==> config.mk <==
export PLATFORM = sky130hd
export DESIGN_NAME = decode_pipe
export DESIGN_NICKNAME = d
export VERILOG_FILES = /design/src/source/decode_pkg.sv /design/src/source/control_decode_stage.sv /design/src/source/decode_pipe.sv /design/src/source/gpr_file.sv /design/src/source/inst_capture_stage.sv /design/src/source/operand_branch_stage.sv
export VERILOG_INCLUDE_DIRS = /design/src /design/src/source
export SDC_FILE = /design/constraint.sdc
export NUM_CORES = 2
export LEC_CHECK = 0
export BUFFER_PORTS_ARGS = -buffer_cell sky130_fd_sc_hd__buf_4
export CAP_MARGIN = 20
export CORE_MARGIN = 5
export CORE_UTILIZATION = 41
export CTS_BUF_LIST = sky130_fd_sc_hd__clkbuf_4 sky130_fd_sc_hd__clkbuf_8
export DETAILED_ROUTE_END_ITERATION = 16
export PLACE_DENSITY = 0.66
export SYNTH_ARGS = -nofsm -noshare
export SYNTH_HDL_FRONTEND = slang
export SYNTH_SLANG_ARGS = --single-unit
==> constraint.sdc <==
create_clock -name clk_i -period 4.5 [get_ports clk_i]
set_input_delay 0 -clock clk_i [delete_from_list [all_inputs] [get_ports clk_i]]
set_output_delay 0 -clock clk_i [all_outputs]
set_load 0.05 [all_outputs]
==> src/source/decode_defines.svh <==
/*
 * Decode pipeline widths and register numbers
 * MIPS32 opcode, SPECIAL function and REGIMM rt codes
 */
`ifndef DECODE_DEFINES_SVH
`define DECODE_DEFINES_SVH

`define DEC_XLEN        32
`define DEC_REG_AW      5
`define DEC_GPR_RA      5'd31       // Link register

// Primary opcodes
`define OP_SPECIAL      6'b000000
`define OP_REGIMM       6'b000001
`define OP_J            6'b000010
`define OP_JAL          6'b000011
`define OP_BEQ          6'b000100
`define OP_BNE          6'b000101
`define OP_BLEZ         6'b000110
`define OP_BGTZ         6'b000111
`define OP_ADDI         6'b001000
`define OP_ADDIU        6'b001001
`define OP_SLTI         6'b001010
`define OP_SLTIU        6'b001011
`define OP_ANDI         6'b001100
`define OP_ORI          6'b001101
`define OP_XORI         6'b001110
`define OP_LUI          6'b001111
`define OP_LW           6'b100011
`define OP_SW           6'b101011

// SPECIAL function field
`define SP_SLL          6'b000000
`define SP_SRL          6'b000010
`define SP_SRA          6'b000011
`define SP_SLLV         6'b000100
`define SP_SRLV         6'b000110
`define SP_SRAV         6'b000111
`define SP_JR           6'b001000
`define SP_JALR         6'b001001
`define SP_SYSCALL      6'b001100
`define SP_BREAK        6'b001101
`define SP_ADD          6'b100000
`define SP_ADDU         6'b100001
`define SP_SUB          6'b100010
`define SP_SUBU         6'b100011
`define SP_AND          6'b100100
`define SP_OR           6'b100101
`define SP_XOR          6'b100110
`define SP_NOR          6'b100111
`define SP_SLT          6'b101010
`define SP_SLTU         6'b101011

// REGIMM rt field
`define RI_BLTZ         5'b00000
`define RI_BGEZ         5'b00001
`define RI_BLTZAL       5'b10000
`define RI_BGEZAL       5'b10001

`endif

==> src/source/decode_pkg.sv <==
/*
 * Decode pipeline types: instruction word union, ALU and
 * branch condition enums, exception flags, stage payloads
 */
`include "decode_defines.svh"

package decode_pkg;

    typedef struct packed {
        logic [5:0]             opcode;
        logic [`DEC_REG_AW-1:0] rs;
        logic [`DEC_REG_AW-1:0] rt;
        logic [`DEC_REG_AW-1:0] rd;
        logic [4:0]             sa;
        logic [5:0]             funct;
    } r_fmt_t;

    typedef struct packed {
        logic [5:0]             opcode;
        logic [`DEC_REG_AW-1:0] rs;
        logic [`DEC_REG_AW-1:0] rt;
        logic [15:0]            imm16;
    } i_fmt_t;

    typedef struct packed {
        logic [5:0]  opcode;
        logic [25:0] target26;
    } j_fmt_t;

    // One instruction word, three field layouts
    typedef union packed {
        r_fmt_t r_fmt;
        i_fmt_t i_fmt;
        j_fmt_t j_fmt;
    } inst_u;

    typedef enum logic [4:0] {
        ALU_NOP, ALU_SLL, ALU_SRL, ALU_SRA, ALU_ADD, ALU_ADDU,
        ALU_SUB, ALU_SUBU, ALU_AND, ALU_OR, ALU_XOR, ALU_NOR,
        ALU_SLT, ALU_SLTU, ALU_BAL, ALU_LW, ALU_SW
    } alu_op_e;

    typedef enum logic [3:0] {
        BR_NONE,
        BR_ALWAYS_IMM,  // J, JAL
        BR_ALWAYS_REG,  // JR, JALR
        BR_EQ, BR_NE, BR_LEZ, BR_GTZ, BR_LTZ, BR_GEZ
    } br_cond_e;

    typedef struct packed {
        logic ri;
        logic sys;
        logic bp;
    } exc_t;

    typedef struct packed {
        inst_u                inst;
        logic [`DEC_XLEN-1:0] pc;
        logic [`DEC_XLEN-1:0] pcp4;
    } cap_t;

    typedef struct packed {
        logic [`DEC_XLEN-1:0]   pc;
        logic [`DEC_XLEN-1:0]   pcp4;
        alu_op_e                aluop;
        logic                   r1read;
        logic                   r2read;
        logic [`DEC_REG_AW-1:0] rs;
        logic [`DEC_REG_AW-1:0] rt;
        logic [`DEC_XLEN-1:0]   ext_imm;
        logic [`DEC_XLEN-1:0]   offset;
        logic                   wreg;
        logic [`DEC_REG_AW-1:0] wraddr;
        br_cond_e               br_cond;
        logic [`DEC_XLEN-1:0]   br_target;  // Jump or PC-relative target
        exc_t                   exc;
    } ctrl_t;

    typedef struct packed {
        logic [`DEC_XLEN-1:0]   pc;
        logic [`DEC_XLEN-1:0]   pcp4;
        alu_op_e                aluop;
        logic [`DEC_XLEN-1:0]   opr1;
        logic [`DEC_XLEN-1:0]   opr2;
        logic [`DEC_XLEN-1:0]   offset;
        logic                   wreg;
        logic [`DEC_REG_AW-1:0] wraddr;
        logic                   isbranch;
        logic                   br_flag;
        logic [`DEC_XLEN-1:0]   br_addr;
        exc_t                   exc;
    } dec_out_t;

endpackage

==> src/source/control_decode_stage.sv <==
/*
 * Second decode stage: opcode, function and REGIMM decode
 * with reserved-field checks, immediate and target forming
 */
`timescale 1ns/1ns
`include "decode_defines.svh"

module control_decode_stage (
    input  logic              clk_i,
    input  logic              rst_i,
    input  logic              valid_i,
    input  decode_pkg::cap_t  cap_i,
    output logic              valid_o,
    output decode_pkg::ctrl_t ctrl_o
);

    import decode_pkg::*;

    r_fmt_t               r;
    logic [15:0]          imm;
    logic [`DEC_XLEN-1:0] sign_ext;
    logic                 inst_ok;
    ctrl_t                nxt;

    assign r        = cap_i.inst.r_fmt;
    assign imm      = cap_i.inst.i_fmt.imm16;
    assign sign_ext = {{16{imm[15]}}, imm};

    always_comb begin
        nxt           = '0;
        nxt.pc        = cap_i.pc;
        nxt.pcp4      = cap_i.pcp4;
        nxt.aluop     = ALU_NOP;
        nxt.rs        = r.rs;
        nxt.rt        = r.rt;
        nxt.offset    = sign_ext;
        nxt.wraddr    = r.rd;
        nxt.br_cond   = BR_NONE;
        nxt.br_target = cap_i.pcp4 + {sign_ext[29:0], 2'b00};
        inst_ok       = 1'b0;

        case (r.opcode)
            `OP_SPECIAL: begin
                nxt.r1read = 1'b1;
                nxt.r2read = 1'b1;
                nxt.wreg   = 1'b1;
                inst_ok    = (r.sa == '0);
                case (r.funct)
                    `SP_SLL, `SP_SLLV: nxt.aluop = ALU_SLL;
                    `SP_SRL, `SP_SRLV: nxt.aluop = ALU_SRL;
                    `SP_SRA, `SP_SRAV: nxt.aluop = ALU_SRA;
                    `SP_ADD:  nxt.aluop = ALU_ADD;
                    `SP_ADDU: nxt.aluop = ALU_ADDU;
                    `SP_SUB:  nxt.aluop = ALU_SUB;
                    `SP_SUBU: nxt.aluop = ALU_SUBU;
                    `SP_AND:  nxt.aluop = ALU_AND;
                    `SP_OR:   nxt.aluop = ALU_OR;
                    `SP_XOR:  nxt.aluop = ALU_XOR;
                    `SP_NOR:  nxt.aluop = ALU_NOR;
                    `SP_SLT:  nxt.aluop = ALU_SLT;
                    `SP_SLTU: nxt.aluop = ALU_SLTU;
                    `SP_JR, `SP_JALR: begin
                        nxt.aluop   = (r.funct == `SP_JALR) ? ALU_BAL : ALU_NOP;
                        nxt.r2read  = 1'b0;
                        nxt.wreg    = (r.funct == `SP_JALR);  // Link into rd
                        nxt.br_cond = BR_ALWAYS_REG;
                        inst_ok     = ({r.rt, r.sa} == '0) &&
                                      ((r.funct == `SP_JALR) || (r.rd == '0));
                    end
                    `SP_SYSCALL, `SP_BREAK: begin
                        nxt.r1read  = 1'b0;
                        nxt.r2read  = 1'b0;
                        nxt.wreg    = 1'b0;
                        nxt.exc.sys = (r.funct == `SP_SYSCALL);
                        nxt.exc.bp  = (r.funct == `SP_BREAK);
                        inst_ok     = 1'b1;  // Code field is free
                    end
                    default: inst_ok = 1'b0;
                endcase
                // Constant shifts take sa instead of rs
                if (r.funct inside {`SP_SLL, `SP_SRL, `SP_SRA}) begin
                    nxt.r1read  = 1'b0;
                    nxt.ext_imm = {27'b0, r.sa};
                    inst_ok     = (r.rs == '0);
                end
            end

            // rt[0] picks GEZ over LTZ, rt[4] marks the linking forms
            `OP_REGIMM: begin
                nxt.r1read  = 1'b1;
                nxt.aluop   = r.rt[4] ? ALU_BAL : ALU_NOP;
                nxt.wreg    = r.rt[4];
                nxt.wraddr  = `DEC_GPR_RA;
                nxt.br_cond = r.rt[0] ? BR_GEZ : BR_LTZ;
                inst_ok     = r.rt inside {`RI_BLTZ, `RI_BGEZ, `RI_BLTZAL, `RI_BGEZAL};
            end

            `OP_J, `OP_JAL: begin
                nxt.aluop     = (r.opcode == `OP_JAL) ? ALU_BAL : ALU_NOP;
                nxt.wreg      = (r.opcode == `OP_JAL);
                nxt.wraddr    = `DEC_GPR_RA;
                nxt.br_cond   = BR_ALWAYS_IMM;
                nxt.br_target = {cap_i.pcp4[31:28], cap_i.inst.j_fmt.target26, 2'b00};
                inst_ok       = 1'b1;
            end

            `OP_BEQ, `OP_BNE: begin
                nxt.r1read  = 1'b1;
                nxt.r2read  = 1'b1;
                nxt.br_cond = (r.opcode == `OP_BEQ) ? BR_EQ : BR_NE;
                inst_ok     = 1'b1;
            end

            `OP_BLEZ, `OP_BGTZ: begin
                nxt.r1read  = 1'b1;
                nxt.br_cond = (r.opcode == `OP_BLEZ) ? BR_LEZ : BR_GTZ;
                inst_ok     = (r.rt == '0);
            end

            `OP_ADDI, `OP_ADDIU, `OP_SLTI, `OP_SLTIU, `OP_ANDI,
            `OP_ORI, `OP_XORI, `OP_LUI, `OP_LW: begin
                nxt.r1read  = 1'b1;  // LUI reads r0
                nxt.wreg    = 1'b1;
                nxt.wraddr  = r.rt;
                nxt.ext_imm = sign_ext;
                inst_ok     = 1'b1;
                case (r.opcode)
                    `OP_ADDI:  nxt.aluop = ALU_ADD;
                    `OP_ADDIU: nxt.aluop = ALU_ADDU;
                    `OP_SLTI:  nxt.aluop = ALU_SLT;
                    `OP_SLTIU: nxt.aluop = ALU_SLTU;
                    `OP_ANDI:  nxt.aluop = ALU_AND;
                    `OP_XORI:  nxt.aluop = ALU_XOR;
                    `OP_LW:    nxt.aluop = ALU_LW;
                    default:   nxt.aluop = ALU_OR;  // ORI and LUI
                endcase
                if (r.opcode inside {`OP_ANDI, `OP_ORI, `OP_XORI})
                    nxt.ext_imm = {16'b0, imm};
                if (r.opcode == `OP_LUI) begin
                    nxt.ext_imm = {imm, 16'b0};
                    inst_ok     = (r.rs == '0);
                end
            end

            `OP_SW: begin
                nxt.aluop  = ALU_SW;
                nxt.r1read = 1'b1;
                nxt.r2read = 1'b1;
                inst_ok    = 1'b1;
            end

            default: inst_ok = 1'b0;
        endcase

        // Reserved instruction leaves no side effects
        if (!inst_ok) begin
            nxt.aluop   = ALU_NOP;
            nxt.r1read  = 1'b0;
            nxt.r2read  = 1'b0;
            nxt.wreg    = 1'b0;
            nxt.br_cond = BR_NONE;
        end
        nxt.exc.ri = !inst_ok;
    end

    always_ff @(posedge clk_i) begin
        if (rst_i) begin
            valid_o <= 1'b0;
        end else begin
            valid_o <= valid_i;
        end
    end

    always_ff @(posedge clk_i) begin
        ctrl_o <= nxt;
    end

endmodule

==> src/source/decode_pipe.sv <==
/*
 * Three-stage decode pipeline top: capture, control decode,
 * operand/branch resolution and the general register file
 */
`timescale 1ns/1ns
`include "decode_defines.svh"

module decode_pipe (
    input  logic                   clk_i,
    input  logic                   rst_i,
    input  logic                   inst_valid_i,
    input  logic [`DEC_XLEN-1:0]   inst_i,
    input  logic [`DEC_XLEN-1:0]   pc_i,
    input  logic                   wb_we_i,
    input  logic [`DEC_REG_AW-1:0] wb_addr_i,
    input  logic [`DEC_XLEN-1:0]   wb_data_i,
    output logic                   out_valid_o,
    output decode_pkg::dec_out_t   dec_o
);

    import decode_pkg::*;

    logic                   c_valid;
    cap_t                   cap;
    logic                   d_valid;
    ctrl_t                  ctrl;
    logic [`DEC_REG_AW-1:0] rs_addr;
    logic [`DEC_REG_AW-1:0] rt_addr;
    logic [`DEC_XLEN-1:0]   rs_data;
    logic [`DEC_XLEN-1:0]   rt_data;

    inst_capture_stage u_inst_capture_stage (
        .clk_i   (clk_i),
        .rst_i   (rst_i),
        .valid_i (inst_valid_i),
        .inst_i  (inst_i),
        .pc_i    (pc_i),
        .valid_o (c_valid),
        .cap_o   (cap)
    );

    control_decode_stage u_control_decode_stage (
        .clk_i   (clk_i),
        .rst_i   (rst_i),
        .valid_i (c_valid),
        .cap_i   (cap),
        .valid_o (d_valid),
        .ctrl_o  (ctrl)
    );

    operand_branch_stage u_operand_branch_stage (
        .clk_i     (clk_i),
        .rst_i     (rst_i),
        .valid_i   (d_valid),
        .ctrl_i    (ctrl),
        .rs_addr_o (rs_addr),
        .rt_addr_o (rt_addr),
        .rs_data_i (rs_data),
        .rt_data_i (rt_data),
        .valid_o   (out_valid_o),
        .dec_o     (dec_o)
    );

    // Write port comes straight from the pins
    gpr_file u_gpr_file (
        .clk_i    (clk_i),
        .rst_i    (rst_i),
        .we_i     (wb_we_i),
        .waddr_i  (wb_addr_i),
        .wdata_i  (wb_data_i),
        .raddr1_i (rs_addr),
        .raddr2_i (rt_addr),
        .rdata1_o (rs_data),
        .rdata2_o (rt_data)
    );

endmodule

==> src/source/gpr_file.sv <==
/*
 * General register file, two combinational reads and
 * one synchronous write, r0 hardwired to zero
 */
`timescale 1ns/1ns
`include "decode_defines.svh"

module gpr_file (
    input  logic                   clk_i,
    input  logic                   rst_i,
    input  logic                   we_i,
    input  logic [`DEC_REG_AW-1:0] waddr_i,
    input  logic [`DEC_XLEN-1:0]   wdata_i,
    input  logic [`DEC_REG_AW-1:0] raddr1_i,
    input  logic [`DEC_REG_AW-1:0] raddr2_i,
    output logic [`DEC_XLEN-1:0]   rdata1_o,
    output logic [`DEC_XLEN-1:0]   rdata2_o
);

    logic [`DEC_XLEN-1:0] regs [1:31];  // No storage for r0

    always_ff @(posedge clk_i) begin
        if (rst_i) begin
            for (int i = 1; i < 32; i++) begin
                regs[i] <= '0;
            end
        end else if (we_i && (waddr_i != '0)) begin
            regs[waddr_i] <= wdata_i;
        end
    end

    assign rdata1_o = (raddr1_i == '0) ? '0 : regs[raddr1_i];
    assign rdata2_o = (raddr2_i == '0) ? '0 : regs[raddr2_i];

endmodule

==> src/source/inst_capture_stage.sv <==
/*
 * First decode stage: registers instruction word and pc,
 * computes pc+4 once for the later stages
 */
`timescale 1ns/1ns
`include "decode_defines.svh"

module inst_capture_stage (
    input  logic                 clk_i,
    input  logic                 rst_i,
    input  logic                 valid_i,
    input  logic [`DEC_XLEN-1:0] inst_i,
    input  logic [`DEC_XLEN-1:0] pc_i,
    output logic                 valid_o,
    output decode_pkg::cap_t     cap_o
);

    always_ff @(posedge clk_i) begin
        if (rst_i) begin
            valid_o <= 1'b0;
        end else begin
            valid_o <= valid_i;
        end
    end

    always_ff @(posedge clk_i) begin
        cap_o.inst <= inst_i;
        cap_o.pc   <= pc_i;
        cap_o.pcp4 <= pc_i + `DEC_XLEN'd4;
    end

endmodule

==> src/source/operand_branch_stage.sv <==
/*
 * Third decode stage: operand select from register file or
 * immediate, branch condition and branch address resolution
 */
`timescale 1ns/1ns
`include "decode_defines.svh"

module operand_branch_stage (
    input  logic                   clk_i,
    input  logic                   rst_i,
    input  logic                   valid_i,
    input  decode_pkg::ctrl_t      ctrl_i,
    output logic [`DEC_REG_AW-1:0] rs_addr_o,
    output logic [`DEC_REG_AW-1:0] rt_addr_o,
    input  logic [`DEC_XLEN-1:0]   rs_data_i,
    input  logic [`DEC_XLEN-1:0]   rt_data_i,
    output logic                   valid_o,
    output decode_pkg::dec_out_t   dec_o
);

    import decode_pkg::*;

    logic [`DEC_XLEN-1:0] opr1;
    logic [`DEC_XLEN-1:0] opr2;
    logic                 opr1_lez;
    dec_out_t             nxt;

    assign rs_addr_o = ctrl_i.rs;
    assign rt_addr_o = ctrl_i.rt;
    assign opr1      = ctrl_i.r1read ? rs_data_i : ctrl_i.ext_imm;
    assign opr2      = ctrl_i.r2read ? rt_data_i : ctrl_i.ext_imm;
    assign opr1_lez  = opr1[31] || (opr1 == '0);

    always_comb begin
        nxt.pc       = ctrl_i.pc;
        nxt.pcp4     = ctrl_i.pcp4;
        nxt.aluop    = ctrl_i.aluop;
        nxt.opr1     = opr1;
        nxt.opr2     = opr2;
        nxt.offset   = ctrl_i.offset;
        nxt.wreg     = ctrl_i.wreg;
        nxt.wraddr   = ctrl_i.wraddr;
        nxt.exc      = ctrl_i.exc;
        nxt.isbranch = (ctrl_i.br_cond != BR_NONE);
        nxt.br_addr  = ctrl_i.br_target;
        case (ctrl_i.br_cond)
            BR_ALWAYS_IMM: nxt.br_flag = 1'b1;
            BR_ALWAYS_REG: begin
                nxt.br_flag = 1'b1;
                nxt.br_addr = opr1;  // JR, JALR
            end
            BR_EQ:   nxt.br_flag = (opr1 == opr2);
            BR_NE:   nxt.br_flag = (opr1 != opr2);
            BR_LEZ:  nxt.br_flag = opr1_lez;
            BR_GTZ:  nxt.br_flag = !opr1_lez;
            BR_LTZ:  nxt.br_flag = opr1[31];
            BR_GEZ:  nxt.br_flag = !opr1[31];
            default: begin
                nxt.br_flag = 1'b0;
                nxt.br_addr = '0;
            end
        endcase
    end

    always_ff @(posedge clk_i) begin
        if (rst_i) begin
            valid_o <= 1'b0;
        end else begin
            valid_o <= valid_i;
        end
    end

    always_ff @(posedge clk_i) begin
        dec_o <= nxt;
    end

endmodule

==> results.json <==
{
  "critical_path.top_delay_family": "compound AO/OA/AOI/OAI gates",
  "worst_pin_slew_ns": 1.29,
  "final_cells": 8121,
  "grt_util_met1": 0.363,
  "synth_seq_cells": 1483,
  "wl_per_cell_um": 32.7,
  "syn_area_um2": 68800,
  "path_cells": "and2_0 > buf_4 > buf_4 > a22oi_1 > a21oi_1 > a21oi_1 > xnor2_1 > nor4_1 > nand3_1 > or4_1 > o211a_1 > o41a_1",
  "rows": 150,
  "io_pins": 314,
  "synthArstFlopShare": 0,
  "drc": 0,
  "gr-total-overflow": 0,
  "cp_max_fo": 16,
  "seq_area_frac_synth": 0.581,
  "ant_nets": 0,
  "start_util": 0.412,
  "vias_per_cell": 6.15,
  "cp_slowest_stage_delay_ns": 0.69,
  "drtIter0Drc": 7417,
  "netlist_top_cells_area": "edfxtp_1 (45%), mux4_2 (14%), dfxtp_1 (13%)",
  "leakagePower_uw": 0.0313,
  "layout_setup_ws_ns": -0.0429,
  "finClkSkew_ns": 0.154,
  "period_share": 1.01,
  "wl_mm": 266,
  "syn2layout_area_growth_pct": 20.6,
  "finalCriticalPeriod_ns": 4.54,
  "num_vias": 49908,
  "clk_path_buf_depth": 3,
  "met3_usage": 0.0938,
  "drtPass1Iterations": 11,
  "antenna_found_initial": 33,
  "clock-sinks": 1483,
  "cts_buffers": 237,
  "cp-end-kind": "register",
  "yosysWarnings": 0,
  "power_uw": 32100,
  "outcome": "complete, but fails checks",
  "synth_top_area_cell": "edfxtp_1",
  "port-buffer-count": 313,
  "hold_class": "in2reg",
  "arrival_ns": 5.42,
  "core_area_um2": 167000,
  "hold_viol": 0,
  "rsz0062_at_grt": "false",
  "grt_max_degree": 41,
  "min_from": "wb_data_i[12]",
  "maxCapViolCount": 0,
  "power.density_nw_per_um2": 387,
  "path_clk_slew_ns": 0.07,
  "cp-startpoint": "rt_addr[3]",
  "grt.met2_usage": 0.454,
  "track_usage": 0.294,
  "rr_startpoint": "rt_addr[3]",
  "die_y_um": 420,
  "routabilityCongestion": 0.943,
  "yosysUniqueCellTypes": 88,
  "grt_most_used_layer": "met2",
  "max_freq_ghz": 0.220,
  "grt_pass1_vias": 48938,
  "syn-instance-count": 4966,
  "violations": "setup timing",
  "cpMaxStageDelayCell": "dfxtp_4",
  "finalSetupViolations": 1,
  "synth_ff_type": "edfxtp_1",
  "grt_pass1_wl_mm": 366,
  "clk_latency_ns": 1.07,
  "place_inst": 7448,
  "crit_type": "reg2reg",
  "nets": 5831,
  "worstPathRequired_ns": 5.38,
  "path_buf_inv": 2,
  "post-dp-hpwl_mm": 169,
  "layout-drive-gt1-share": 0.284,
  "die-area_um2": 176000,
  "syn_avg_cell_area_um2": 13.8,
  "cts_tree": "done",
  "drv_slew": 0,
  "relSlewSlack": 0.133,
  "fillers": 14158,
  "die_x_um": 420,
  "ir_drop_v": 0.000360,
  "yosysTopAreaCellShare": 0.447,
  "htreeDepth": 4,
  "start_kind": "register",
  "synth_enable_flop_cells": 1024,
  "cts-root-buf": "clkbuf_8"
}
final timing paths:
kind	to	slack, ns	depth (start not counted)
min reg2reg	u_control_decode_stage.ctrl_o[166]	0.30	0
max	u_operand_branch_stage.dec_o[35]	-0.04	12
min	u_gpr_file.regs[24][12]	0.07	3
max reg2reg	u_operand_branch_stage.dec_o[35]	-0.04	12
layout make-up:
class                   count  area (um2)  share of cell area
repair buffers            899        7890              0.0952
flip-flops and latches   1483       40000               0.482
multi-input cells        2995       26900               0.324
inverters                  79         297             0.00358
clock buffers             327        4110              0.0495
diodes                     19        47.5            0.000574
clock inverters           115         962              0.0116
well taps                2204        2760              0.0333
metrics by stage:
| stage | setup slack, ns | cell area, um2 | util | hold WS (ns) | TNS [ns] |
|---|---|---|---|---|---|
| floorplan | 0.635 | 68900 | - | 0.0277 | 0 |
| global placement | -0.359 | 75500 | 0.452 | 0.106 | -0.359 |
| detailed placement | -0.325 | 75500 | 0.452 | 0.106 | -0.325 |
| CTS | 0.00330 | 82600 | 0.495 | 0.000572 | 0 |
| global route | 0.00292 | 82900 | 0.496 | 0.0375 | 0 |
| finish | -0.0429 | 82900 | 0.496 | 0.0678 | -0.0429 |
layout by cell type, fill, tap and decap left out, types with 63 or more instances in the layout:
cell and n:
clkbuf_8 264, edfxtp_1 1024, mux4_2 423, dfxtp_1 451, dlygate4sd3_1 201, nand2_1 170, a21oi_1 132, mux2i_1 186
nor2_1 93, and2_1 1007, buf_4 649, o21ai_0 85, clkbuf_4 63, o22ai_1 69, inv_1 75
timing repair:
action	4_1_cts	5_1_grt
resized for setup	4	16
endpoints found under the setup margin	1	1
endpoints found under the hold margin	1143	0
pin swaps	1	3
hold buffers	201	0
buffers inserted	0	9
gates cloned	0	1
metal layers:
layer / routed length (um) / vias up / part of all wire
met2: 119000 / 3967 / 0.45
met5: 78 / - / 0.00029
met1: 93000 / 24910 / 0.35
li1: - / 20063 / -
met3: 35400 / 956 / 0.13
met4: 18200 / 12 / 0.068
worst register-to-register path: stages (launching register included):
cell     delay [ns]
dfxtp_4        0.69
and2_0         0.40
buf_4          0.21
buf_4          0.25
a22oi_1        0.14
a21oi_1        0.63
a21oi_1        0.22
xnor2_1        0.19
nor4_1         0.34
nand3_1        0.11
or4_1          0.65
o211a_1        0.28
o41a_1         0.31
Yosys cell counts (51+ instances only):
library cell  count
edfxtp_1       1024
and2_1         1007
dfxtp_1         459
mux4_2          423
clkbuf_1        288
mux2i_1         186
nand2_1         170
a21oi_1         133
nor2_1          125
o21ai_0          86
inv_1            76
o22ai_1          69
buf_2            59
mux2_2           52
xnor2_1          51
state kept, by name, indices dropped and copies added, names as in the netlist:
name / count
u_gpr_file.regs: 1024
u_operand_branch_stage.dec_o: 190
u_control_decode_stage.ctrl_o: 162
u_inst_capture_stage.cap_o: 94
rs_addr: 5
rt_addr: 5
u_control_decode_stage.valid_o: 1
u_inst_capture_stage.valid_o: 1
u_operand_branch_stage.valid_o: 1
where the power goes:
group / switching, uW / internal, uW / total [uW]
logic: 2330 / 1640 / 3960
registers: 461 / 15300 / 15800
clock network: 5930 / 6370 / 12300
total: 8720 / 23300 / 32100
cells by family after synthesis:
kind of cell / count (synthesis) / synth area share
compound gates: 621 / 0.0633
xor+xnor: 77 / 0.00981
fa+ha+maj: 31 / 0.00575
buf+inv: 519 / 0.0345
flops: 1483 / 0.581
mux: 661 / 0.174
other cells: 1 / 0.0000545
simple gates: 1573 / 0.132
No activity file was read; power rests on OpenSTA's default activity.
